===== config.mk =====
export PLATFORM = sky130hd
export DESIGN_NAME = stq_top
export DESIGN_NICKNAME = d
export VERILOG_FILES = /design/src/stq_pkg.sv /design/src/stq_top.sv /design/src/stq_fwd_sel.sv /design/src/stq_ctrl.sv /design/src/stq_entry_array.sv /design/src/stq_entry.sv
export VERILOG_INCLUDE_DIRS = /design/src
export SDC_FILE = /design/constraint.sdc
export NUM_CORES = 2
export LEC_CHECK = 0
export ABC_CLOCK_PERIOD_IN_PS = 5100
export BUFFER_PORTS_ARGS = -buffer_cell sky130_fd_sc_hd__buf_2
export CORE_UTILIZATION = 40
export CTS_CLUSTER_SIZE = 24
export DETAILED_ROUTE_END_ITERATION = 8
export PLACE_DENSITY_LB_ADDON = 0.3
export SYNTH_ARGS = -nofsm -noshare
export SYNTH_HDL_FRONTEND = slang
export SYNTH_SLANG_ARGS = --single-unit

===== constraint.sdc =====
create_clock -name clk -period 5.1 [get_ports clk]
set_input_delay 0.51 -clock clk [delete_from_list [all_inputs] [get_ports clk]]
set_output_delay 0.51 -clock clk [all_outputs]
set_load 0.01 [all_outputs]

===== src/stq_cfg.svh =====
`ifndef STQ_CFG_SVH
`define STQ_CFG_SVH

// store queue sizing
`define STQ_ENTRIES 8   // ring depth, power of two
`define STQ_ADDR_W 36   // even/odd address width
`define STQ_CHK_PORTS 2 // load search ports

`endif

===== src/stq_pkg.sv =====
`include "stq_cfg.svh"

package stq_pkg;

  typedef logic [`STQ_ADDR_W-1:0] addr_eo_t;
  typedef logic [2:0] odd_t;      // bank parity
  typedef logic [3:0] bytes_t;    // bytes touched within the word
  typedef logic [7:0] sub_bnk_t;  // sub-banks touched

  typedef logic [$clog2(`STQ_ENTRIES)-1:0] stq_idx_t;
  typedef logic [`STQ_ENTRIES-1:0] stq_vec_t; // one bit per entry

  // address side of one store, also the search key of a load
  typedef struct packed {
    addr_eo_t addr_eo;
    odd_t     odd;
    bytes_t   bytes;
    sub_bnk_t sub_bnk;
  } st_addr_t;

  typedef struct packed {
    logic     en;
    st_addr_t addr;
  } ld_chk_t;

  typedef struct packed {
    logic     hit;     // youngest overlap can forward
    logic     partial; // youngest overlap blocks the load
    stq_idx_t idx;
  } ld_res_t;

endpackage


===== src/stq_top.sv =====
`timescale 1ns/1ps
`include "stq_cfg.svh"

module stq_top
  import stq_pkg::*;
(
  input  logic     clk,
  input  logic     rst,
  input  logic     st0_en,
  input  st_addr_t st0_addr,
  input  logic     st1_en,
  input  st_addr_t st1_addr,
  input  logic     upd_en,
  input  stq_idx_t upd_idx,
  input  logic     commit_en,
  input  logic     drain_en,
  input  logic     excpt,
  input  ld_chk_t  ld_chk [`STQ_CHK_PORTS],
  output ld_res_t  ld_res [`STQ_CHK_PORTS],
  output logic     full,
  output logic     empty
);

  stq_vec_t wrt0_en;
  stq_vec_t wrt1_en;
  stq_vec_t upd_vec;
  stq_vec_t passe_vec;
  stq_vec_t free_vec;
  stq_vec_t entry_free;
  stq_vec_t entry_passe;
  stq_vec_t match [`STQ_CHK_PORTS];
  stq_vec_t partial [`STQ_CHK_PORTS];
  stq_idx_t tail;

  stq_ctrl u_ctrl (
    .clk         (clk),
    .rst         (rst),
    .excpt       (excpt),
    .st0_en      (st0_en),
    .st1_en      (st1_en),
    .upd_en      (upd_en),
    .upd_idx     (upd_idx),
    .commit_en   (commit_en),
    .drain_en    (drain_en),
    .entry_free  (entry_free),
    .entry_passe (entry_passe),
    .wrt0_en     (wrt0_en),
    .wrt1_en     (wrt1_en),
    .upd_vec     (upd_vec),
    .passe_vec   (passe_vec),
    .free_vec    (free_vec),
    .tail        (tail),
    .full        (full),
    .empty       (empty)
  );

  stq_entry_array u_array (
    .clk       (clk),
    .rst       (rst),
    .excpt     (excpt),
    .wrt0_en   (wrt0_en),
    .wrt1_en   (wrt1_en),
    .wrt0_addr (st0_addr),
    .wrt1_addr (st1_addr),
    .upd_en    (upd_vec),
    .passe_en  (passe_vec),
    .free_en   (free_vec),
    .chk       (ld_chk),
    .match     (match),
    .partial   (partial),
    .free      (entry_free),
    .passe     (entry_passe)
  );

  stq_fwd_sel u_fwd_sel (
    .clk     (clk),
    .rst     (rst),
    .tail    (tail),
    .match   (match),
    .partial (partial),
    .ld_res  (ld_res)
  );

endmodule


===== src/stq_fwd_sel.sv =====
`timescale 1ns/1ps
`include "stq_cfg.svh"

module stq_fwd_sel
  import stq_pkg::*;
(
  input  logic     clk,
  input  logic     rst,
  input  stq_idx_t tail,
  input  stq_vec_t match [`STQ_CHK_PORTS],
  input  stq_vec_t partial [`STQ_CHK_PORTS],
  output ld_res_t  ld_res [`STQ_CHK_PORTS]
);

  logic [`STQ_CHK_PORTS-1:0] found;
  stq_idx_t                  sel [`STQ_CHK_PORTS];

  // walk from the tail slot upward, the last hit is the youngest store
  always_comb begin : pick
    stq_idx_t k;
    for (int p = 0; p < `STQ_CHK_PORTS; p++) begin
      found[p] = 1'b0;
      sel[p]   = '0;
      for (int i = 0; i < `STQ_ENTRIES; i++) begin
        k = tail + stq_idx_t'(i);
        if (match[p][k] || partial[p][k]) begin
          found[p] = 1'b1;
          sel[p]   = k;
        end
      end
    end
  end

  always_ff @(posedge clk) begin
    if (rst) begin
      for (int p = 0; p < `STQ_CHK_PORTS; p++) begin
        ld_res[p] <= '0;
      end
    end else begin
      for (int p = 0; p < `STQ_CHK_PORTS; p++) begin
        ld_res[p].hit     <= found[p] && match[p][sel[p]];
        ld_res[p].partial <= found[p] && !match[p][sel[p]];
        ld_res[p].idx     <= sel[p];
      end
    end
  end

endmodule


===== src/stq_ctrl.sv =====
`timescale 1ns/1ps
`include "stq_cfg.svh"

module stq_ctrl
  import stq_pkg::*;
(
  input  logic     clk,
  input  logic     rst,
  input  logic     excpt,
  input  logic     st0_en,
  input  logic     st1_en,
  input  logic     upd_en,
  input  stq_idx_t upd_idx,
  input  logic     commit_en,
  input  logic     drain_en,
  input  stq_vec_t entry_free,
  input  stq_vec_t entry_passe,
  output stq_vec_t wrt0_en,
  output stq_vec_t wrt1_en,
  output stq_vec_t upd_vec,
  output stq_vec_t passe_vec,
  output stq_vec_t free_vec,
  output stq_idx_t tail,
  output logic     full,
  output logic     empty
);

  localparam int CNT_W = $clog2(`STQ_ENTRIES) + 1;

  stq_idx_t           head;  // oldest entry, next to drain
  stq_idx_t           cmt;   // oldest uncommitted entry
  stq_idx_t           cmt_nxt;
  stq_idx_t           tail_p1;
  logic [CNT_W-1:0]   count; // occupied entries
  logic [CNT_W-1:0]   ccnt;  // committed but not drained
  logic [CNT_W-1:0]   ccnt_nxt;
  logic [1:0]         n_alloc;

  assign n_alloc = excpt ? 2'd0 : {1'b0, st0_en} + {1'b0, st1_en};
  assign tail_p1 = tail + 1'b1;
  assign cmt_nxt = cmt + stq_idx_t'(commit_en);
  assign ccnt_nxt = ccnt + CNT_W'(commit_en) - CNT_W'(drain_en);

  assign wrt0_en   = (st0_en && !excpt) ? stq_vec_t'(1) << tail : '0;
  assign wrt1_en   = (st1_en && !excpt) ? stq_vec_t'(1) << tail_p1 : '0;
  assign upd_vec   = upd_en ? stq_vec_t'(1) << upd_idx : '0;
  assign passe_vec = commit_en ? stq_vec_t'(1) << cmt : '0;
  assign free_vec  = drain_en ? stq_vec_t'(1) << head : '0;

  always_ff @(posedge clk) begin
    if (rst) begin
      head  <= '0;
      cmt   <= '0;
      tail  <= '0;
      count <= '0;
      ccnt  <= '0;
    end else begin
      head <= head + stq_idx_t'(drain_en);
      cmt  <= cmt_nxt;
      ccnt <= ccnt_nxt;
      if (excpt) begin
        tail  <= cmt_nxt; // only committed stores remain
        count <= ccnt_nxt;
      end else begin
        tail  <= tail + stq_idx_t'(n_alloc);
        count <= count + CNT_W'(n_alloc) - CNT_W'(drain_en);
      end
    end
  end

  assign full  = count >= CNT_W'(`STQ_ENTRIES - 1); // room for a pair no longer guaranteed
  assign empty = count == '0;

  a_alloc_full: assert property (@(posedge clk) disable iff (rst)
    (st0_en || st1_en) && !excpt |-> !full);

  a_alloc_slot: assert property (@(posedge clk) disable iff (rst)
    st0_en && !excpt |-> entry_free[tail] && (!st1_en || entry_free[tail_p1]));

  a_drain_passe: assert property (@(posedge clk) disable iff (rst)
    drain_en |-> entry_passe[head]);

endmodule


===== src/stq_entry_array.sv =====
`timescale 1ns/1ps
`include "stq_cfg.svh"

module stq_entry_array
  import stq_pkg::*;
(
  input  logic     clk,
  input  logic     rst,
  input  logic     excpt,
  input  stq_vec_t wrt0_en,
  input  stq_vec_t wrt1_en,
  input  st_addr_t wrt0_addr,
  input  st_addr_t wrt1_addr,
  input  stq_vec_t upd_en,
  input  stq_vec_t passe_en,
  input  stq_vec_t free_en,
  input  ld_chk_t  chk [`STQ_CHK_PORTS],
  output stq_vec_t match [`STQ_CHK_PORTS],
  output stq_vec_t partial [`STQ_CHK_PORTS],
  output stq_vec_t free,
  output stq_vec_t passe
);

  logic [`STQ_CHK_PORTS-1:0] ent_match [`STQ_ENTRIES];
  logic [`STQ_CHK_PORTS-1:0] ent_partial [`STQ_ENTRIES];

  for (genvar t = 0; t < `STQ_ENTRIES; t++) begin : g_ent
    stq_entry u_entry (
      .clk       (clk),
      .rst       (rst),
      .excpt     (excpt),
      .wrt0_en   (wrt0_en[t]),
      .wrt1_en   (wrt1_en[t]),
      .wrt0_addr (wrt0_addr),
      .wrt1_addr (wrt1_addr),
      .upd_en    (upd_en[t]),
      .passe_en  (passe_en[t]),
      .free_en   (free_en[t]),
      .chk       (chk),
      .match     (ent_match[t]),
      .partial   (ent_partial[t]),
      .free      (free[t]),
      .passe     (passe[t])
    );
  end

  // entry-major to port-major
  always_comb begin
    for (int p = 0; p < `STQ_CHK_PORTS; p++) begin
      for (int t = 0; t < `STQ_ENTRIES; t++) begin
        match[p][t]   = ent_match[t][p];
        partial[p][t] = ent_partial[t][p];
      end
    end
  end

endmodule


===== src/stq_entry.sv =====
`timescale 1ns/1ps
`include "stq_cfg.svh"

module stq_entry
  import stq_pkg::*;
(
  input  logic                      clk,
  input  logic                      rst,
  input  logic                      excpt,
  input  logic                      wrt0_en,
  input  logic                      wrt1_en,
  input  st_addr_t                  wrt0_addr,
  input  st_addr_t                  wrt1_addr,
  input  logic                      upd_en,
  input  logic                      passe_en,
  input  logic                      free_en,
  input  ld_chk_t                   chk [`STQ_CHK_PORTS],
  output logic [`STQ_CHK_PORTS-1:0] match,
  output logic [`STQ_CHK_PORTS-1:0] partial,
  output logic                      free,
  output logic                      passe
);

  st_addr_t st;
  logic     upd; // store data has arrived

  always_ff @(posedge clk) begin
    if (wrt0_en) begin
      st <= wrt0_addr;
    end else if (wrt1_en) begin
      st <= wrt1_addr;
    end
  end

  // later statements take priority over earlier ones
  always_ff @(posedge clk) begin
    if (rst) begin
      free  <= 1'b1;
      upd   <= 1'b0;
      passe <= 1'b0;
    end else begin
      if (wrt0_en || wrt1_en) begin
        free  <= 1'b0;
        passe <= 1'b0;
        upd   <= 1'b0;
      end
      if (upd_en) begin
        upd <= 1'b1;
      end
      if (passe_en) begin
        passe <= 1'b1;
      end
      if (free_en) begin
        free  <= 1'b1;
        passe <= 1'b0;
      end
      // a store committing in the exception cycle survives, as the tail rewinds past it
      if (excpt && !passe && !passe_en) begin
        free <= 1'b1;
      end
    end
  end

  for (genvar p = 0; p < `STQ_CHK_PORTS; p++) begin : g_port
    logic overlap;
    logic covered;

    assign overlap = chk[p].en && !free && !passe
                     && chk[p].addr.addr_eo == st.addr_eo
                     && chk[p].addr.odd == st.odd
                     && (chk[p].addr.sub_bnk & st.sub_bnk) != '0;
    assign covered = upd && (chk[p].addr.bytes & ~st.bytes) == '0; // every load byte present
    assign match[p] = overlap && covered;
    assign partial[p] = overlap && !covered;
  end

  // the controller places the two stores of a cycle in different slots
  a_one_wrt: assert property (@(posedge clk) disable iff (rst) !(wrt0_en && wrt1_en));

endmodule


# Yosys cells after proc, flatten, opt, wreduce, memory -nomap -nowiden
# Cells that the tools add are included.
[word_totals]
regBits = 459
in_bits = 217
out_inout_bits = 12
word_cells = 608
[classes]
addsub = 15
order_cmp = 11
eq_ne = 32
n_shift = 5
mux = 148
n_bitwise = 40
n_reduce_logical = 290
[op_table]
columns = ["operator", "n"]
rows = [
  ["$mux 51", 16],
  ["$eq 36x36->1", 16],
  ["$logic_and 1x1->1", 150],
  ["$and 8x8->8", 16],
  ["$reduce_bool 8->1", 16],
  ["$bmux 1 s3", 34],
  ["$mux 1", 74],
  ["$logic_not 4->1", 17],
  ["$and 4x4->4", 16],
  ["$mux 3", 17],
  ["$eq 3x3->1", 16],
  ["$reduce_bool 2->1", 24],
  ["$logic_not 1->1", 43],
  ["$lt 3x4->1 const B", 10],
  ["$mux 8", 5],
  ["$shl 1x3->8 const A", 5],
  ["$not 4->4", 8],
  ["$logic_or 1x1->1", 24],
  ["$reduce_or 3->1", 8],
  ["$reduce_or 2->1", 8],
  ["$add 3x3->3 const B", 4],
  ["$sub 4x1->4", 2],
  ["$add 3x1->3", 2],
  ["$add 3x2->3 const B", 2],
  ["other kinds (8)", 8],
]

# Logic depth before layout (Yosys ltp)
[logic_depth]
word_depth = 22
mapped_depth = 18

# Cells and area by module
# From an unflattened synthesis, not the netlist that was laid out.
[unflattened]
hier_cells = 2532
area_unflattened_um2 = 30116.4
[modules_own_cells]
columns = ["module", "instances", "cells_each", "area_per_inst_um2", "seq_area_each_um2"]
rows = [
  ["stq_entry", 8, 259, 3315.7, 1591.5],
  ["stq_fwd_sel", 1, 292, 2277.2, 200.2],
  ["stq_ctrl", 1, 168, 1313.8, 340.3],
]

# Worst setup path before layout
# Ideal clock, no wire load.
[synth_path]
path_kind = "reg-to-reg"
start = "register u_ctrl.tail[0]"
end = "register, netlist name u_fwd_sel.ld_res[8]"
arrival_ns = 4.326
t_required_ns = 4.984
setup_slack_ns = 0.658
path_stages_with_launch = 16
n_path_buf = 4
path_cell_list = "dfxtp_1 clkinv_1 clkbuf_8 clkbuf_1 buf_1 ha_1 buf_4 xnor2_1 o2111ai_1 nand2_1 o32ai_2 a21o_2 a21o_1 or4_1 a311o_1 and3b_1"
[synth_via]
elab_chain_cells = 15
word_cells_on_any_way = 67
cone_classes = "7 x add/sub; 50 x mux; 10 x reduce/logical"
[synth_rtl]
columns = ["item", "line", "source"]
rows = [
  ["start: declaration", "stq_ctrl.sv:23", "output stq_idx_t tail,"],
  ["start signal: assignment", "stq_ctrl.sv:62", "tail <= cmt_nxt;"],
  ["start signal: assignment", "stq_ctrl.sv:65", "tail <= tail + stq_idx_t'(n_alloc);"],
  ["$add 3x1->3 / $bmux 1 s3 (equally long branches)", "stq_fwd_sel.sv:25, stq_fwd_sel.sv:26", ""],
  ["$bmux 1 s3 / $mux 1 (equally long branches)", "stq_fwd_sel.sv:26", "if (match[p][k] || partial[p][k]) begin"],
  ["$mux 1 (not written as such) / $logic_or 1x1->1 (equally long branches)", "stq_fwd_sel.sv:26", ""],
  ["$logic_or 1x1->1 / $mux 3 (equally long branches)", "stq_fwd_sel.sv:26", ""],
  ["$mux 3 (7 in a row)", "stq_fwd_sel.sv:26", ""],
  ["$bmux 1 s3", "stq_fwd_sel.sv:42", "ld_res[p].partial <= found[p] && !match[p][sel[p]];"],
  ["$mux 1 (not written as such)", "stq_fwd_sel.sv:42", ""],
  ["$logic_not 1->1", "stq_fwd_sel.sv:42", ""],
  ["$logic_and 1x1->1 *", "stq_fwd_sel.sv:42", ""],
]
# Every way passes the cells marked *; elsewhere a longest branch is shown, timed or not. The select of a mux whose other input is x is not followed.
# A chain may end at the register's enable or synchronous reset.

# Worst setup path in the final report
[layout_path]
start = "register u_array.g_ent[5].u_entry.st[28] (netlist name)"
end = "register, netlist name u_fwd_sel.ld_res[8]"
[layout_via]
elab_chain_cells = 20
word_cells_on_any_way = 66
cone_classes = "1 x eq/ne; 50 x mux; 15 x reduce/logical"
[layout_rtl]
columns = ["item", "line", "source"]
rows = [
  ["start: declaration", "stq_entry.sv:24", "st_addr_t st;"],
  ["start signal: assignment", "stq_entry.sv:29", "st <= wrt0_addr;"],
  ["start signal: assignment", "stq_entry.sv:31", "st <= wrt1_addr;"],
  ["$eq 36x36->1 *", "stq_entry.sv:69", "&& chk[p].addr.addr_eo == st.addr_eo"],
  ["$logic_and 1x1->1 *", "stq_entry.sv:69", ""],
  ["$logic_and 1x1->1 *", "stq_entry.sv:70", "&& chk[p].addr.odd == st.odd"],
  ["$logic_and 1x1->1 *", "stq_entry.sv:71", "&& (chk[p].addr.sub_bnk & st.sub_bnk) != '0;"],
  ["$logic_and 1x1->1 (on tied branches)", "stq_entry.sv:73, stq_entry.sv:74", ""],
  ["$bmux 1 s3", "stq_fwd_sel.sv:26", ""],
  ["$mux 1 (not written as such)", "stq_fwd_sel.sv:26", ""],
  ["$logic_or 1x1->1", "stq_fwd_sel.sv:26", ""],
  ["$mux 3 (8 in a row)", "stq_fwd_sel.sv:26", ""],
  ["$bmux 1 s3", "stq_fwd_sel.sv:42", ""],
  ["$mux 1 (not written as such)", "stq_fwd_sel.sv:42", ""],
  ["$logic_not 1->1", "stq_fwd_sel.sv:42", ""],
  ["$logic_and 1x1->1 *", "stq_fwd_sel.sv:42", ""],
]
# Marked as above.

==> out/metrics.yaml <==
timing:
  min_period_over_period: 0.957
  fin_crit_ns: 4.88
  hold_viol: 0
  tns_ns: 0
  maxSlewViolCount: 0
  rsz0062_at_grt: "false"
  setup_viol: 0
  max_freq_mhz: 205
  finClkSkew_ns: 0.0662
  maxSlewHeadroom: 0.101
  worstMarginPinSlew_ns: 1.34
drt:
  routed_wl_um: 178000
  drc: 0
  firstDrtPassIters: 7
  vias: 27900
  vias_per_cell: 6.61
  route.met3.wl_um: 21700
  highest_layer: "met5"
  wl_per_cell_um: 42.1
  drtAntennaViolNets: 0
  route.met2.wl_um: 76000
  drtIter0Drc: 4648
  m1WireLength_um: 67100
worst_setup_path:
  cp-end-kind: "register"
  cp-startpoint: "u_array.g_ent[5].u_entry.st[28]"
  ff2ff_path_depth: 14
  regToRegStartpoint: "u_array.g_ent[5].u_entry.st[28]"
  crit_path_end: "u_fwd_sel.ld_res[8]"
  ff2ff_setup_slack_ns: 0.22
  cp.arrival_ns: 5.37
  timing.rr.end: "u_fwd_sel.ld_res[8]"
  cp.required_ns: 5.59
  critPathLaunchType: "register"
  crit_type: "register to register"
  crit_path_max_fanout: 5
die:
  core-area_um2: 78000
  fp-row-count: 102
  io_pins: 229
  dieArea_um2: 80500
  initial_core_util: 0.407
  die_w_um: 284
  die_y_um: 284
power_and_ir_drop:
  p_leak_nw: 13.0
  power_frac_comb: 0.219
  p_sw_mw: 3.40
  finalPower_mw: 10.8
  clockPowerShare: 0.374
  powerDensity_nw_per_um2: 288
  p_int_mw: 7.37
  pwr-share-seq: 0.407
  swShare: 0.316
  max-vdd-ir-drop_mv: 0.243
clock_network:
  cts.repair.resized: 0
  clock_sinks: 459
  path_clk_slew_ns: 0.06
  cts_buffers: 54
  clock_latency_ns: 0.66
  cts_tree: "built"
  cts_root_buffer: "clkbuf_16"
  holdBufCountCts: 0
  cts_htree_levels: 2
  cts.path.max_buffers: 3
  cts_setup_buffers: 0
logic_synthesis:
  synthFlopType: "edfxtp_1"
  ys_seq_elements: 459
  yosysWarnings: 0
  synth-async-reset-ratio: 0
  synth_area_leaders: "edfxtp_1 (39%), mux2_2 (15%), xnor2_1 (12%), xor2_1 (5.7%), nand4_1 (3.6%)"
  synth_edf_count: 408
  synthesis.area_um2: 31700
  ys_seq_area_frac: 0.418
  synth_cell_type_count: 103
  yosys.area.top_type: "edfxtp_1"
  synth_top_area_frac: 0.386
  synth_nets: 2969
  syn_area_per_cell_um2: 11.6
  netlist_instances: 2724
grt:
  grt_pass1_vias: 26300
  grt_max_degree: 52
  antenna_found_initial: 21
  grt_pass1_wl_um: 234000
  grtUsageTotal: 0.429
  grt_overflow_total: 0
place:
  place_congestion: 1.13
  portBuffers: 228
  place_hpwl_um: 140000
cells_and_area:
  fillCellCount: 7176
  drive_above_1_share: 0.353
  layout_common_cells: "xnor2_1 (428), mux2_2 (422), edfxtp_1 (408)"
  layout.nets: 3373
  syn_to_final_growth_pct: 18.0
  final_common_cell: "xnor2_1"
hold_path:
  hp-class: "input pin to register"
run:
  cap_viol_max_count: 0
status:
  status: "finished clean"
[cells in the mapped netlist (all sizes together) (6+ instances only)]
cell type and instances:
nor3 23, o311ai 7, and4 14, a32oi 6, nor4 93, a21o 11
o21ai 24, or2 9, o2111ai 14, nor2b 25, a21boi 6, edfxtp 408
inv 50, o22ai 17, nor3b 16, a211oi 18, o211ai 13, and3 21
mux2 423, nor4bb 7, nand3 32, buf 99, dfxtp 51, nand2 39
a22o 15, ha 25, or4 7, a22oi 49, mux2i 33, a21oi 42
clkbuf 81, nand4 183, and2 10, a221oi 23, a31oi 8, nor2 82
xnor2 428, mux4 17, xor2 207
[per-stage QoR]
step           instance area (um^2)  cells   util  worst slack [ns]  hold slack, ns
3_3_place_gp                  35600   4112  0.457            0.0761           0.475
5_1_grt                       37400   4216  0.480            0.0951           0.256
2_1_floorplan                 31700   2724      -             0.658           0.450
6_report                      37400   4221  0.480             0.221           0.253
3_5_place_dp                  35600   4112  0.457             0.126           0.474
4_1_cts                       37400   4211  0.480             0.396           0.225
[sequential cells by signal, summed over array words and instances, names as in the netlist]
register,count
u_array.g_ent.u_entry.free,8
u_ctrl.cmt,3
u_array.g_ent.u_entry.passe,8
u_ctrl.tail,3
u_ctrl.ccnt,4
u_ctrl.count,4
u_ctrl.head,3
u_array.g_ent.u_entry.upd,8
u_array.g_ent.u_entry.st,408
u_fwd_sel.ld_res,10
[cells by family (layout without fill, tap and decap cells)]
kind of cell               after synthesis  count (layout)  synth area share
muxes                                  473             473             0.173
adders and majority gates               28              28            0.0118
buffers and inverters                  234             681            0.0361
AOI/OAI and AO/OA                      303             303            0.0725
and+or+nand+nor                        592             592             0.113
other                                    0              10                 0
xor gates and xnor gates               635             635             0.175
DFF                                    459             459             0.418
[worst min path at each step]
stage,cells past startpoint,startpoint,end
2_1_floorplan,2,u_array.g_ent[7].u_entry.upd,u_array.g_ent[7].u_entry.upd
3_5_place_dp,2,u_array.g_ent[7].u_entry.upd,u_array.g_ent[7].u_entry.upd
6_report,2,st1_addr[45],u_array.g_ent[1].u_entry.st[45]
5_1_grt,3,upd_idx[2],u_array.g_ent[7].u_entry.upd
3_3_place_gp,2,u_array.g_ent[5].u_entry.passe,u_array.g_ent[5].u_entry.passe
4_1_cts,2,st1_addr[45],u_array.g_ent[2].u_entry.st[45]
[power by group through the flow]
stage | combinational (mW) | sequential [mW] | clock [mW]
2_1_floorplan | 1.18 | 4.43 | 0
3_3_place_gp | 2.23 | 4.45 | 0
3_5_place_dp | 2.25 | 4.46 | 0
4_1_cts | 2.27 | 4.38 | 4.04
5_1_grt | 2.39 | 4.39 | 4.17
6_report | 2.35 | 4.39 | 4.04
[metal layers]
metal / vias to the layer above / GRT usage
li1: 11200 / -
met1: 14000 / 0.560
met2: 2251 / 0.639
met3: 466 / 0.110
met4: 18 / 0.254
met5: - / 0
[area by class of cell]
| type | count | area, um^2 | share of cell area |
|---|---|---|---|
| flip-flops and latches | 459 | 13300 | 0.354 |
| clock inverters | 39 | 384 | 0.0103 |
| multi-input cells | 2031 | 17400 | 0.464 |
| diodes | 10 | 25.0 | 0.000668 |
| inverters | 54 | 203 | 0.00541 |
| clock buffers | 60 | 1400 | 0.0373 |
| repair buffers | 528 | 3480 | 0.0930 |
| well taps | 1040 | 1300 | 0.0347 |
[worst max-delay path, cell delays in order, from the launching register on]
cell and delay (ns):
edfxtp_1 0.43, xnor2_1 0.51, nand4_1 0.27, nor4_4 0.49
buf_4 0.25, nand2_1 0.06, o41a_1 0.52, mux4_2 0.52
and2_0 0.18, a21o_1 0.20, buf_4 0.15, a2111oi_0 0.40
a2111oi_0 0.16, a311o_1 0.38, and3b_1 0.18
Note: power is estimated with default switching activity, not from simulation.
